**src/common/periph_pkg.sv**
```systemverilog
// ----------------------------------------------------------------------
// Peripheral package
// Host bus widths, the region address map, the unit select struct and
// the reset values shared by the peripheral units
// ----------------------------------------------------------------------
package periph_pkg;

    // Host bus widths
    localparam int addr_w = 24;
    localparam int data_w = 32;
    localparam int strb_w = 4;

    typedef logic [data_w-1:0] data_t;
    typedef logic [addr_w-1:0] addr_t;

    // Region field occupies address bits 19..16
    localparam int region_lsb = 16;
    localparam int region_w = 4;

    localparam logic [region_w-1:0] region_status = 4'd0;
    localparam logic [region_w-1:0] region_dsp = 4'd1;
    localparam logic [region_w-1:0] region_pad = 4'd2;
    localparam logic [region_w-1:0] region_flash = 4'd3;

    // Operand B when set, operand A when clear
    localparam int dsp_b_bit = 2;

    // Red LED on, blue LED off
    localparam logic [1:0] status_reset_value = 2'b01;

    // Quad flash data lines
    localparam int flash_pins = 4;

    // One bit per unit plus the access direction
    typedef struct packed {
        logic status;
        logic dsp;
        logic pad;
        logic flash;
        logic write;
        logic read;
    } periph_sel_t;

endpackage

```
**src/common/periph_bus_if.sv**
```systemverilog
// ----------------------------------------------------------------------
// Peripheral host bus
// Request side of the host bus, driven by the top level and observed
// by the decoder and the register units
// ----------------------------------------------------------------------
interface periph_bus_if;
    import periph_pkg::*;

    logic valid;
    addr_t address;
    data_t write_data;
    logic [strb_w-1:0] wstrb;

    // Top level drives the request
    modport host (
        output valid,
        output address,
        output write_data,
        output wstrb
    );

    // Decoder and units only observe it
    modport unit (
        input valid,
        input address,
        input write_data,
        input wstrb
    );

endinterface

```
**src/hdl/periph_decoder.sv**
```systemverilog
// ----------------------------------------------------------------------
// Peripheral address decoder
// Maps the region field of a valid access onto one unit select and
// marks the access as a read or a write
// ----------------------------------------------------------------------
module periph_decoder (
    input logic vdp_clk,
    input logic vdp_reset,
    periph_bus_if.unit bus,
    output periph_pkg::periph_sel_t sel
);
    import periph_pkg::*;

    logic [region_w-1:0] region;
    logic is_write;

    assign region = bus.address[region_lsb +: region_w];

    // Any nonzero strobe makes the access a write
    assign is_write = |bus.wstrb;

    always_comb begin
        sel = '0;

        // Direction is flagged even for unmapped regions so they still get ready
        sel.write = bus.valid && is_write;
        sel.read = bus.valid && !is_write;

        sel.status = bus.valid && (region == region_status);
        sel.dsp = bus.valid && (region == region_dsp);
        sel.pad = bus.valid && (region == region_pad);
        sel.flash = bus.valid && (region == region_flash);
    end

    // At most one unit may see an access
    unit_select_onehot: assert property (
        @(posedge vdp_clk) disable iff (vdp_reset)
        $onehot0({sel.status, sel.dsp, sel.pad, sel.flash})
    );

endmodule

```
**src/hdl/dsp_mult.sv**
```systemverilog
// ----------------------------------------------------------------------
// DSP multiplier
// Two operand registers written from the host and a registered signed
// product that follows them one cycle later
// ----------------------------------------------------------------------
module dsp_mult #(
    parameter int mult_w = 16
) (
    input logic vdp_clk,
    periph_bus_if.unit bus,
    input periph_pkg::periph_sel_t sel,
    output periph_pkg::data_t product
);
    import periph_pkg::*;

    logic signed [mult_w-1:0] op_a;
    logic signed [mult_w-1:0] op_b;
    logic signed [2*mult_w-1:0] product_full;
    logic dsp_write;

    assign dsp_write = sel.dsp && sel.write;

    // Separate enables keep each operand a plain enabled register
    always_ff @(posedge vdp_clk) begin
        if (dsp_write && !bus.address[dsp_b_bit]) begin
            op_a <= bus.write_data[mult_w-1:0];
        end

        if (dsp_write && bus.address[dsp_b_bit]) begin
            op_b <= bus.write_data[mult_w-1:0];
        end
    end

    assign product_full = op_a * op_b;

    // Signed result, refreshed every cycle
    always_ff @(posedge vdp_clk) begin
        product <= data_t'(product_full);
    end

endmodule

```
**src/hdl/pad_reader.sv**
```systemverilog
// ----------------------------------------------------------------------
// Gamepad reader
// Latch and clock control bits from the host and a button shift
// register that is read out one bit at a time
// ----------------------------------------------------------------------
module pad_reader #(
    parameter int pad_bits = 16
) (
    input logic vdp_clk,
    input logic vdp_reset,
    periph_bus_if.unit bus,
    input periph_pkg::periph_sel_t sel,
    input logic btn_1,
    input logic btn_2,
    input logic btn_3,
    output logic pad_bit
);
    logic pad_latch;
    logic pad_clk;
    logic pad_clk_r;
    logic [pad_bits-1:0] pad_state;

    // Control bits, bit 0 latch and bit 1 clock
    always_ff @(posedge vdp_clk) begin
        if (vdp_reset) begin
            pad_latch <= 1'b0;
            pad_clk <= 1'b0;
            pad_clk_r <= 1'b0;
        end else begin
            if (sel.pad && sel.write) begin
                pad_latch <= bus.write_data[0];
                pad_clk <= bus.write_data[1];
            end
            pad_clk_r <= pad_clk;
        end
    end

    always_ff @(posedge vdp_clk) begin
        if (pad_latch) begin
            // Left, right and B buttons
            pad_state <= {btn_1, btn_3, {(pad_bits-3){1'b0}}, btn_2};
        end

        // Shift on the rising edge of the control clock
        if (pad_clk && !pad_clk_r) begin
            pad_state <= {1'b0, pad_state[pad_bits-1:1]};
        end
    end

    assign pad_bit = pad_state[0];

    // Software must not latch and clock in the same write
    latch_clock_exclusive: assert property (
        @(posedge vdp_clk) disable iff (vdp_reset)
        !(pad_latch && pad_clk)
    );

endmodule

```
**src/hdl/io_ctrl_regs.sv**
```systemverilog
// ----------------------------------------------------------------------
// Status and flash control registers
// LED status register, bit-banged flash pin control and the sampled
// flash data inputs
// ----------------------------------------------------------------------
module io_ctrl_regs (
    input logic vdp_clk,
    input logic vdp_reset,
    periph_bus_if.unit bus,
    input periph_pkg::periph_sel_t sel,
    input logic [periph_pkg::flash_pins-1:0] flash_io_in,
    output logic led_r,
    output logic led_b,
    output logic flash_clk,
    output logic flash_csn,
    output logic [periph_pkg::flash_pins-1:0] flash_io_out,
    output logic [periph_pkg::flash_pins-1:0] flash_io_oe,
    output logic [periph_pkg::flash_pins-1:0] flash_sample
);
    import periph_pkg::*;

    logic [1:0] status;
    logic flash_active;
    logic flash_clk_r;
    logic flash_csn_r;
    logic [flash_pins-1:0] flash_out_r;
    logic [flash_pins-1:0] flash_oe_r;

    always_ff @(posedge vdp_clk) begin
        if (vdp_reset) begin
            status <= status_reset_value;
        end else if (sel.status && sel.write) begin
            status <= bus.write_data[1:0];
        end
    end

    assign led_r = status[0];
    assign led_b = status[1];

    always_ff @(posedge vdp_clk) begin
        if (vdp_reset) begin
            flash_active <= 1'b0;
            flash_clk_r <= 1'b0;
            flash_csn_r <= 1'b1;
            flash_oe_r <= '0;
        end else if (sel.flash && sel.write) begin
            flash_active <= bus.write_data[15];
            flash_clk_r <= bus.write_data[8];
            flash_csn_r <= bus.write_data[9];
            flash_oe_r <= bus.write_data[7:4];
        end
    end

    always_ff @(posedge vdp_clk) begin
        if (sel.flash && sel.write) begin
            flash_out_r <= bus.write_data[3:0];
        end
    end

    // Idle levels unless software has taken the pins
    assign flash_csn = flash_active ? flash_csn_r : 1'b1;
    assign flash_clk = flash_active ? flash_clk_r : 1'b0;
    assign flash_io_oe = flash_active ? flash_oe_r : '0;
    assign flash_io_out = flash_active ? flash_out_r : '0;

    // Sampled every cycle for read-back
    always_ff @(posedge vdp_clk) begin
        flash_sample <= flash_io_in;
    end

endmodule

```
**src/hdl/periph_readback.sv**
```systemverilog
// ----------------------------------------------------------------------
// Peripheral read-back
// Registers the selected read data and answers each access with a
// single ready pulse
// ----------------------------------------------------------------------
module periph_readback (
    input logic vdp_clk,
    input logic vdp_reset,
    input periph_pkg::periph_sel_t sel,
    input periph_pkg::data_t product,
    input logic pad_bit,
    input logic [periph_pkg::flash_pins-1:0] flash_sample,
    output logic cpu_mem_ready,
    output periph_pkg::data_t cpu_read_data
);
    import periph_pkg::*;

    logic access;

    assign access = sel.read || sel.write;

    // Unmapped and status reads return zero
    always_ff @(posedge vdp_clk) begin
        if (sel.read && sel.dsp) begin
            cpu_read_data <= product;
        end else if (sel.read && sel.pad) begin
            cpu_read_data <= {{(data_w-1){1'b0}}, pad_bit};
        end else if (sel.read && sel.flash) begin
            cpu_read_data <= {{(data_w-flash_pins){1'b0}}, flash_sample};
        end else begin
            cpu_read_data <= '0;
        end
    end

    // Requester drops valid after seeing ready, so one pulse per access
    always_ff @(posedge vdp_clk) begin
        if (vdp_reset) begin
            cpu_mem_ready <= 1'b0;
        end else begin
            cpu_mem_ready <= access && !cpu_mem_ready;
        end
    end

    ready_single_pulse: assert property (
        @(posedge vdp_clk) disable iff (vdp_reset)
        cpu_mem_ready |=> !cpu_mem_ready
    );

endmodule

```
**src/hdl/periph_top.sv**
```systemverilog
// ----------------------------------------------------------------------
// Peripheral top level
// Host bus decode, multiplier, gamepad, status and flash registers
// and the read-back stage
// ----------------------------------------------------------------------
module periph_top #(
    parameter int mult_w = 16,
    parameter int pad_bits = 16
) (
    input logic vdp_clk,
    input logic vdp_reset,
    input logic cpu_mem_valid,
    input periph_pkg::addr_t cpu_address,
    input periph_pkg::data_t cpu_write_data,
    input logic [periph_pkg::strb_w-1:0] cpu_wstrb,
    output logic cpu_mem_ready,
    output periph_pkg::data_t cpu_read_data,
    input logic btn_1,
    input logic btn_2,
    input logic btn_3,
    output logic led_r,
    output logic led_b,
    output logic flash_clk,
    output logic flash_csn,
    output logic [periph_pkg::flash_pins-1:0] flash_io_out,
    output logic [periph_pkg::flash_pins-1:0] flash_io_oe,
    input logic [periph_pkg::flash_pins-1:0] flash_io_in
);
    import periph_pkg::*;

    periph_sel_t sel;
    data_t product;
    logic pad_bit;
    logic [flash_pins-1:0] flash_sample;

    periph_bus_if bus ();

    // Host request onto the internal bus
    assign bus.valid = cpu_mem_valid;
    assign bus.address = cpu_address;
    assign bus.write_data = cpu_write_data;
    assign bus.wstrb = cpu_wstrb;

    periph_decoder decoder_i (
        .vdp_clk(vdp_clk),
        .vdp_reset(vdp_reset),
        .bus(bus.unit),
        .sel(sel)
    );

    dsp_mult #(
        .mult_w(mult_w)
    ) dsp_mult_i (
        .vdp_clk(vdp_clk),
        .bus(bus.unit),
        .sel(sel),
        .product(product)
    );

    pad_reader #(
        .pad_bits(pad_bits)
    ) pad_reader_i (
        .vdp_clk(vdp_clk),
        .vdp_reset(vdp_reset),
        .bus(bus.unit),
        .sel(sel),
        .btn_1(btn_1),
        .btn_2(btn_2),
        .btn_3(btn_3),
        .pad_bit(pad_bit)
    );

    io_ctrl_regs io_ctrl_i (
        .vdp_clk(vdp_clk),
        .vdp_reset(vdp_reset),
        .bus(bus.unit),
        .sel(sel),
        .flash_io_in(flash_io_in),
        .led_r(led_r),
        .led_b(led_b),
        .flash_clk(flash_clk),
        .flash_csn(flash_csn),
        .flash_io_out(flash_io_out),
        .flash_io_oe(flash_io_oe),
        .flash_sample(flash_sample)
    );

    periph_readback readback_i (
        .vdp_clk(vdp_clk),
        .vdp_reset(vdp_reset),
        .sel(sel),
        .product(product),
        .pad_bit(pad_bit),
        .flash_sample(flash_sample),
        .cpu_mem_ready(cpu_mem_ready),
        .cpu_read_data(cpu_read_data)
    );

endmodule

```
**config.mk**
```make
export PLATFORM = sky130hd
export DESIGN_NAME = periph_top
export DESIGN_NICKNAME = d
export VERILOG_FILES = /design/src/common/periph_pkg.sv /design/src/common/periph_bus_if.sv /design/src/hdl/periph_decoder.sv /design/src/hdl/dsp_mult.sv /design/src/hdl/pad_reader.sv /design/src/hdl/io_ctrl_regs.sv /design/src/hdl/periph_readback.sv /design/src/hdl/periph_top.sv
export SDC_FILE = /design/constraint.sdc
export NUM_CORES = 1
export LEC_CHECK = 0
export BUFFER_PORTS_ARGS = -buffer_cell sky130_fd_sc_hd__buf_2
export CORE_MARGIN = 2
export CORE_UTILIZATION = 44
export CTS_CLUSTER_DIAMETER = 60
export DETAILED_ROUTE_END_ITERATION = 12
export MAX_ROUTING_LAYER = met4
export PLACE_DENSITY = 0.74
export SLEW_MARGIN = 20
export SYNTH_ARGS = -nofsm -noshare
export SYNTH_HDL_FRONTEND = slang
export SYNTH_SLANG_ARGS = --single-unit
```
**constraint.sdc**
```tcl
create_clock -name vdp_clk -period 6.8 [get_ports vdp_clk]
set_input_delay 0.68 -clock vdp_clk [delete_from_list [all_inputs] [get_ports vdp_clk]]
set_output_delay 0.68 -clock vdp_clk [all_outputs]
set_load 0.01 [all_outputs]
```
# ---- Yosys cells after proc, flatten, opt, wreduce, memory -nomap -nowiden
# Cells that the tools add are included.
dict set report word_totals {
  reg_bits 133
  latchBits 0
  mem_bits_rw 0
  romBits 0
  input_bits 70
  word_cells 55
  n_memories 0
}
dict set report op_classes {
  n_addsub 0
  multipliers 1
  n_div 0
  order_cmp 0
  eq_ne 3
  shift 0
  mux 9
  n_bitwise 0
  reduce_logical 25
}
# op n
set op_table {}
lappend op_table {{32-bit 2-to-1 mux} 2}
lappend op_table {{16-bit by 16-bit multiplier with 32-bit output} 1}
lappend op_table {{15-bit 2-to-1 mux} 2}
lappend op_table {{1-bit logical AND} 17}
lappend op_table {{4-bit 2-to-1 mux} 3}
lappend op_table {{4-bit by 2-bit equality test with 1-bit output (second input constant)} 2}
lappend op_table {{4-bit by 1-bit equality test with 1-bit output (second input constant)} 1}
lappend op_table {{1-bit logical NOT} 4}
lappend op_table {{4-bit logical NOT} 1}
lappend op_table {{4-bit OR reduction} 1}
lappend op_table {{1-bit 2-to-1 mux} 2}
lappend op_table {{2-bit nonzero test} 1}
lappend op_table {{1-bit logical OR} 1}

# ---- Depth between registers and ports, before layout
# Gate-level depths: netlist (run 1).
dict set report logic_depth {
  word_depth 7
  mapped_depth 22
}

# ---- Cells and area by module
# Synthesis (run 1) repeated with hierarchy kept, for this count alone.
dict set report hier_totals {
  cells_unflattened 1344
  hier_area_um2 13950.9
}
# mod n_inst cells_per_inst area_per_inst_um2 seq_area_each_um2
set modules_own_cells {}
lappend modules_own_cells {dsp_mult 1 1148 11473.5 1601.5}
lappend modules_own_cells {periph_readback 1 83 992.2 660.6}
lappend modules_own_cells {pad_reader 1 46 740.7 530.5}
lappend modules_own_cells {io_ctrl_regs 1 59 674.4 380.4}
lappend modules_own_cells {periph_decoder 1 8 70.1 0.0}

# ---- Worst setup path before layout (run 1)
# OpenSTA, ideal clock, no wires.
dict set report synth_timing {
  path_type {reg2reg}
  from {register dsp_mult_i.op_a[15]}
  to {register dsp_mult_i.product[24]}
  setup_ns 0.127
  arrival_time_ns 5.745
  t_required_ns 6.673
  path_slack_ns 0.927
  path_stages_with_launch 20
  n_path_buf 2
  cell_sequence {edfxtp_1 clkbuf_1 nand2_1 inv_1 fa_1 fa_1 fa_1 fa_1 fa_1 inv_1 fa_1 inv_1 ha_1 buf_6 a21o_1 a21o_1 or3_1 a211o_1 nand4_1 or3b_1}
}
dict set report synth_via {
  elab_chain_cells 1
}
# element line_no
set synth_rtl {}
lappend synth_rtl {{from (decl)} dsp_mult.sv:16} ;# logic signed [mult_w-1:0] op_a;
lappend synth_rtl {{from (signal assigned)} dsp_mult.sv:26} ;# op_a <= bus.write_data[mult_w-1:0];
lappend synth_rtl {{16-bit by 16-bit multiplier with 32-bit output} dsp_mult.sv:34} ;# assign product_full = op_a * op_b;
lappend synth_rtl {{via dsp_mult_i.product_full[24]} dsp_mult.sv:18} ;# logic signed [2*mult_w-1:0] product_full;
lappend synth_rtl {{to (signal assigned)} dsp_mult.sv:38} ;# product <= data_t'(product_full);
lappend synth_rtl {{to (decl)} dsp_mult.sv:12} ;# output periph_pkg::data_t product
# The timed path passes the listed nets, and every way through them passes these cells.
# A chain may end at the register's enable or synchronous reset.

# ---- Worst setup path after layout (run 1)
dict set report layout_timing {
  from {register dsp_mult_i.op_a[12]}
  to {register dsp_mult_i.product[30]}
}
# The elaborated chain is that of the path after synthesis.

==> impl_metrics.ini, run 1 <==
[die]
dieArea_um2 = 32800
die_w_um = 181
ios = 115
core_um2 = 30700
rows = 64
die_h_um = 181
start_util_pct = 44.9

[worst_setup_path]
crit_path_max_fanout = 16
slowest_stage = edfxtp_1
path_depth = 18
rrSetupSlack_ps = 490
critPathArrivalTime_ps = 6600
cp_cell_sequence = nand2_1 > fa_1 > fa_1 > fa_1 > inv_1 > fa_1 > fa_1 > inv_1 > fa_1 > inv_1 > ha_1 > a21o_1 > a21o_1 > a21oi_1 > o211ai_1 > a21oi_1 > o21a_1 > o311ai_1
r2r-end = dsp_mult_i.product[30]$_DFF_P_
r2r-start = dsp_mult_i.op_a[12]$_DFFE_PP_
worstPathRequired_ps = 7090
critPathKind = flip-flop to flip-flop
ff2ff_path_depth = 18
critPathMaxStageDelay_ps = 760
critPathCaptureType = flip-flop
crit_path_start_kind = flip-flop
worst_path_most_repeated_cell = fa_1
path_delay_family = adder cells
crit_start = dsp_mult_i.op_a[12]$_DFFE_PP_
path_buf_inv = 3

[cts]
cts_root_buf = clkbuf_16
cts_buffer_depth = 2
htree_levels = 4
clk_latency_ps = 440
cts_sinks = 133
cts_tree = built
holdBufCountCts = 0
numCtsBuffers = 17
clk_pin_slew_worst_paths_ps = 80

[yosys]
synth.distinct_cells = 52
yosysTopAreaCell = fa_1
synth_cells = 1360
synth_warnings = 0
synth.area.top_cells = fa_1 (38%), dfxtp_1 (12%), edfxtp_1 (11%)
syn-cell-area_um2 = 13800
async_reset_ff_share_pct = 0
synth-seq-area-share_pct = 23.0
synth_area_per_cell_um2 = 10.2
dominantRegCellSynth = dfxtp_1
syn_nets = 1774
yosysTopAreaCellShare_pct = 38.0
ys_ff_latch = 133
synth_edf_count = 51

[placement]
port_buffers = 79
dp.cells = 1805
hpwl_um = 22700
routabilityCongestion = 0.909

[global_route]
overflow = 0
grt_max_degree = 29
gr-usage-met2_pct = 32.2
antenna_found_initial = 0
grt_util_all_layers_pct = 19.7
grt_pass1_vias = 10337
busiest_layer = met2
grt_pass1_wl_um = 49700
grtUsageMet3_pct = 3.83
met1_usage_pct = 23.6

[timing]
maxSlewViolCount = 0
rsz0062_at_grt = no
hold_violations = 0
setup_violations = 0
fin_crit_sh_pct = 92.8
fin_crit_ps = 6310
finalSetupTns_ps = 0
worst_pin_slew_ps = 858
skew_ps = 12.3
fmax_mhz = 158
max_slew_margin_pct = 42.7

[run]
max_cap_violations = 0

[final_layout]
finalNetCount = 1846
syn_to_final_growth_pct = 10.6
instances_no_fill = 1841
antennaDiodeCount = 0
num-fill-cells = 2795
drive_above_1_share_pct = 9.83
multiInputGateArea_um2 = 9400
ff_latch_area_um2 = 3170

[power_and_ir_drop]
power.leakage_nw = 7.41
p_int_mw = 2.25
pwr-share-clk_pct = 25.4
combinationalPowerShare_pct = 49.2
sw_frac_of_total_pct = 40.4
ir_drop_mv = 0.247
p_per_area_nw_per_um2 = 247
p_seq_share_pct = 25.5
p_switching_mw = 1.52

[worst_hold_path]
hold_path_class = primary input to flip-flop
whs_endpoint = io_ctrl_i.flash_sample[2]$_DFF_P_
min_path_cells = 1
hp-start = flash_io_in[2]

[routing]
drc = 0
firstDrtPassIters = 6
drtIter0Drc = 524
vias_per_cell = 4.98
ant_nets = 0
via_count = 9173
drt-total-wl_um = 28800
wl_per_cell_um = 15.6

[run_status]
run_status = completed
flip-flops by register name, indices dropped and copies added, names as in the netlist:
register and count:
pad_reader_i.pad_latch 1, io_ctrl_i.flash_active 1, io_ctrl_i.flash_sample 4, dsp_mult_i.product 32, pad_reader_i.pad_clk_r 1, readback_i.cpu_read_data 32
dsp_mult_i.op_b 16, dsp_mult_i.op_a 16, io_ctrl_i.flash_oe_r 4, io_ctrl_i.flash_csn_r 1, pad_reader_i.pad_clk 1, io_ctrl_i.status 2
pad_reader_i.pad_state 16, io_ctrl_i.flash_clk_r 1, io_ctrl_i.flash_out_r 4, readback_i.cpu_mem_ready 1
synthesized netlist by cell type, types with 5 or more instances:
cell,instances
nand3_1,6
a211oi_1,6
nor2_1,43
nor2b_1,5
edfxtp_1,51
nand2b_1,5
a21o_1,10
o21ai_1,8
and2_1,174
xor2_1,8
o21ai_0,6
nand2_1,152
dfxtp_1,82
fa_1,262
o21a_1,5
ha_1,82
o211ai_1,5
xnor2_1,24
clkbuf_1,35
mux2i_1,7
nor3_1,9
inv_1,291
a21oi_1,30
placed cells by master, fill, tap and decap left out, types with 3 or more instances in the layout:
master,n
or3_1,4
xnor2_1,24
buf_4,15
ha_1,82
inv_6,4
mux2i_1,7
nand4_1,4
a31oi_1,4
o21ai_1,8
inv_8,4
nand2_1,152
xor2_1,8
clkinv_8,3
fa_1,261
o211ai_1,5
a211o_1,3
nor3_1,8
o21a_1,5
nor4_1,3
edfxtp_1,51
a21oi_1,30
nand3_1,6
nand2b_1,5
and2_1,174
dfxtp_1,82
a211oi_1,5
o21ai_0,6
nor2_1,43
inv_1,291
buf_2,79
nor2b_1,5
clkbuf_16,17
a21o_1,10
layer usage:
metal / share of wire [%] / vias up
met4: 3.7 / 0
li1: - / 4237
met2: 49 / 305
met1: 41 / 4565
met3: 6.0 / 66
met5: 0 / -
worst max path at each step:
| stage | slack, ps | end |
|---|---|---|
| finish | 490 | dsp_mult_i.product[30]$_DFF_P_ |
| global route | 160 | dsp_mult_i.product[30]$_DFF_P_ |
| CTS | 260 | dsp_mult_i.product[31]$_DFF_P_ |
| detailed placement | 310 | dsp_mult_i.product[31]$_DFF_P_ |
| global placement | 370 | dsp_mult_i.product[31]$_DFF_P_ |
| floorplan | 930 | dsp_mult_i.product[24]$_DFF_P_ |
logic make-up (layout without fill, tap and decap cells):
kind of cell	count (synthesis)	count (layout)	share of synthesized area, %
AOI/OAI and AO/OA	90	90	4.39
xor gates and xnor gates	32	32	2.03
adders and majority gates	344	344	45.4
buffers and inverters	334	419	9.14
DFF	133	133	23.0
muxes	10	10	0.752
and+or+nand+nor	417	417	15.3
power groups by stage:
| stage | Sequential, mW | Clock (mW) | Combinational (mW) |
|---|---|---|---|
| 2_1_floorplan | 0.966 | 0 | 1.46 |
| 3_3_place_gp | 0.978 | 0 | 1.78 |
| 3_5_place_dp | 0.980 | 0 | 1.83 |
| 4_1_cts | 0.962 | 0.987 | 1.85 |
| 5_1_grt | 0.971 | 1.01 | 2.14 |
| 6_report | 0.960 | 0.957 | 1.86 |
per-stage QoR:
stage / hold WS (ps) / area [um2] / power (mW) / utilization (%) / worst slack, ps
after floorplan: 406 / 13800 / 2.43 / - / 927
after detailed placement: 409 / 14600 / 2.81 / 47.6 / 312
after global routing: 326 / 15300 / 4.13 / 49.7 / 156
after CTS: 326 / 15200 / 3.80 / 49.6 / 261
final: 348 / 15300 / 3.77 / 49.7 / 488
after global placement: 400 / 14600 / 2.76 / 47.6 / 374
final cells by class:
cell class	instances	share of cell area, %
clock buffer	17	2.78
clock inverter	15	1.20
inverter	293	7.20
multi-input combinational	893	61.5
sequential	133	20.8
tap	396	3.24
timing repair buffer	94	3.32
repair_timing:
| item | CTS | global route |
|---|---|---|
| hold endpoints to repair | 0 | 0 |
| resized for setup | 0 | 2 |
| endpoints found under the setup margin | 0 | 3 |
| setup buffers | 0 | 4 |
(Power assumes the default switching activity.)
==> run 2: changes to the inputs <==
- ABC_AREA: not set -> 1
- PLACE_DENSITY: 0.74 -> 0.73
==> run 2 against run 1 <==
Compared with the run above:
- power increased by 6.9%
- sequential share of layout area decreased by 1.2 points
- register-to-register slack improved by 180 ps
- sequential power increased by 1%
- count of clock-buffer cells in the layout increased by 1
- clock skew decreased by 2.3 ps
- critical path type unchanged
- synthesized cell count increased by 32%
- fmax increased by 2.9%
- final cell count increased by 25%
- design area increased by 6.0%
==> impl_metrics.ini, run 2 <==
[routing]
drtIter0Drc = 547
drc = 0
firstDrtPassIters = 5
via_count = 10921
ant_nets = 0
vias_per_cell = 4.76
wl_per_cell_um = 14.4
drt-total-wl_um = 33100

[global_route]
grt_pass1_vias = 11877
overflow = 0
grt_util_all_layers_pct = 21.1
antenna_found_initial = 0
grt_pass1_wl_um = 56900
grt_max_degree = 31

[cts]
clk_pin_slew_worst_paths_ps = 70
cts-resized-gates = 0
holdBufCountCts = 0
cts_buffer_depth = 2
cts_setup_buffers = 0
cts_sinks = 133
cts_root_buf = clkbuf_16
clk_latency_ps = 450
htree_levels = 4
cts_tree = built
numCtsBuffers = 17

[final_layout]
final_common_cell = inv_1
final_cell_mix = inv_1 (541), nand2_1 (430), fa_1 (262)
finalNetCount = 2246
drive_above_1_share_pct = 8.24
num-fill-cells = 3245
antennaDiodeCount = 0
fin_area_um2 = 16200
reg_top3 = dsp_mult_i.product: 32 flops, readback_i.cpu_read_data: 32 flops
syn_to_final_growth_pct = 9.09

[die]
die_w_um = 188
core_um2 = 33400
start_util_pct = 44.5
die_h_um = 188
ios = 115
rows = 67
dieArea_um2 = 35200

[timing]
max_slew_margin_pct = 44.9
finalSetupTns_ps = 0
holdWs_ps = 332
rsz0062_at_grt = no
skew_ps = 10.0
hold_violations = 0
fmax_mhz = 163
maxSlewViolCount = 0
fin_crit_ps = 6140
fin_crit_sh_pct = 90.3
worst_pin_slew_ps = 826
setup_violations = 0

[yosys]
netlist_top_cells_count = inv_1 (541), nand2_1 (430), fa_1 (262)
synth_edf_count = 51
synth_xor_area_share_pct = 1.59
ys_ff_latch = 133
syn_nets = 2207
synth.distinct_cells = 35
async_reset_ff_share_pct = 0
synth_cells = 1793
synth_adder_area_share_pct = 42.2
yosysTopAreaCellShare_pct = 35.3
syn-cell-area_um2 = 14900
muxShareOfSynthArea_pct = 0
yosysTopAreaCell = fa_1
synth.area.top_cells = fa_1 (35%), inv_1 (14%), dfxtp_1 (11%)
dominantRegCellSynth = dfxtp_1
synth_area_per_cell_um2 = 8.28
synth-seq-area-share_pct = 21.4
yosys.area_share.simple_pct = 17.0
synth_warnings = 0
synth_top_family_by_area = adder cells
yosysMostFrequentCell = inv_1
synth-compound-area-share_pct = 2.20

[worst_setup_path]
crit_path_max_fanout = 16
crit_path_start_kind = flip-flop
critPathCaptureType = flip-flop
critPathKind = flip-flop to flip-flop
worstPathRequired_ps = 7140
critPathArrivalTime_ps = 6480

[worst_hold_path]
hold_path_class = primary input to flip-flop

[power_and_ir_drop]
sw_frac_of_total_pct = 44.9
power.leakage_nw = 9.34
p_int_mw = 2.22
pwr-share-clk_pct = 22.8
p_seq_share_pct = 24.1
ir_drop_mv = 0.171
p_switching_mw = 1.81
combinationalPowerShare_pct = 53.1
fin_total_pwr_mw = 4.03
p_per_area_nw_per_um2 = 249

[placement]
routabilityCongestion = 0.946
port_buffers = 79
hpwl_um = 26700
place_area_um2 = 15600

[run_status]
run_status = completed

[run]
max_cap_violations = 0
## run 2: changes by cell type in the layout (fill, tap and decap cells not counted), moves of 9 or more
cell,change
nand2_1,+278
inv_1,+250
and2_1,-173
nor2_1,+62
nand3_1,+31
xnor2_1,-16
xor2_1,+11
nand4_1,+9
## run 2: final cells by class
| type | count | area [um2] | area share [%] |
|---|---|---|---|
| multi-input cells | 1046 | 9360 | 57.8 |
| clock inverters | 14 | 150 | 0.927 |
| flip-flops and latches | 133 | 3170 | 19.6 |
| repair buffers | 86 | 448 | 2.76 |
| well taps | 448 | 561 | 3.46 |
| inverters | 548 | 2060 | 12.7 |
| clock buffers | 18 | 450 | 2.78 |
## run 2: final timing paths
path / to / depth (start not counted) / slack [ps] / from
worst max-delay path: dsp_mult_i.product[31]$_DFF_P_ / 20 / 660 / dsp_mult_i.op_b[1]$_DFFE_PP_
worst max register to register: dsp_mult_i.product[31]$_DFF_P_ / 20 / 660 / dsp_mult_i.op_b[1]$_DFFE_PP_
worst min-delay path: io_ctrl_i.flash_sample[0]$_DFF_P_ / 1 / 330 / flash_io_in[0]
worst min register to register: readback_i.cpu_read_data[9]$_SDFF_PN0_ / 2 / 410 / dsp_mult_i.product[9]$_DFF_P_
## run 2: critical path: stages, from the launching register on
cell and delay (ps):
edfxtp_1 830, nand2_1 200, inv_1 170, fa_1 550, fa_1 750, fa_1 500
fa_1 730, inv_1 110, fa_1 500, fa_1 510, inv_1 50, ha_1 360
nand2_1 100, nor2_1 140, nand3_1 130, nor3_2 110, nand2_1 100, inv_1 60
nor2_1 30, nand2_1 50, nand2_1 40
## run 2: stage by stage
| step | util (%) | cells | setup WS [ps] |
|---|---|---|---|
| after floorplan | - | 1793 | 1370 |
| after global placement | 46.8 | 2261 | 761 |
| after detailed placement | 46.8 | 2261 | 693 |
| after CTS | 48.6 | 2293 | 679 |
| after global routing | 48.6 | 2293 | 325 |
| final | 48.6 | 2293 | 663 |
## run 2: logic make-up (layout without fill, tap and decap cells)
logic type                 count (synthesis)  after routing
xor gates and xnor gates                  27             27
DFF                                      133            133
adders and majority gates                344            344
and+or+nand+nor                          620            620
buffers and inverters                    614            666
AOI/OAI and AO/OA                         55             55
## run 2: metal layers
metal	global-route usage [%]	part of all wire [%]
met1	24.1	40
met2	36.9	52
met3	3.43	4.9
met4	8.39	2.8
met5	-	0
## run 2: power by group through the flow
stage / Combinational [mW] / Sequential (mW) / Clock (mW)
after floorplan: 1.61 / 0.972 / 0
after global placement: 2.14 / 0.986 / 0
after detailed placement: 2.15 / 0.988 / 0
after CTS: 2.16 / 0.970 / 0.946
after global routing: 2.46 / 0.980 / 0.977
final: 2.14 / 0.970 / 0.921
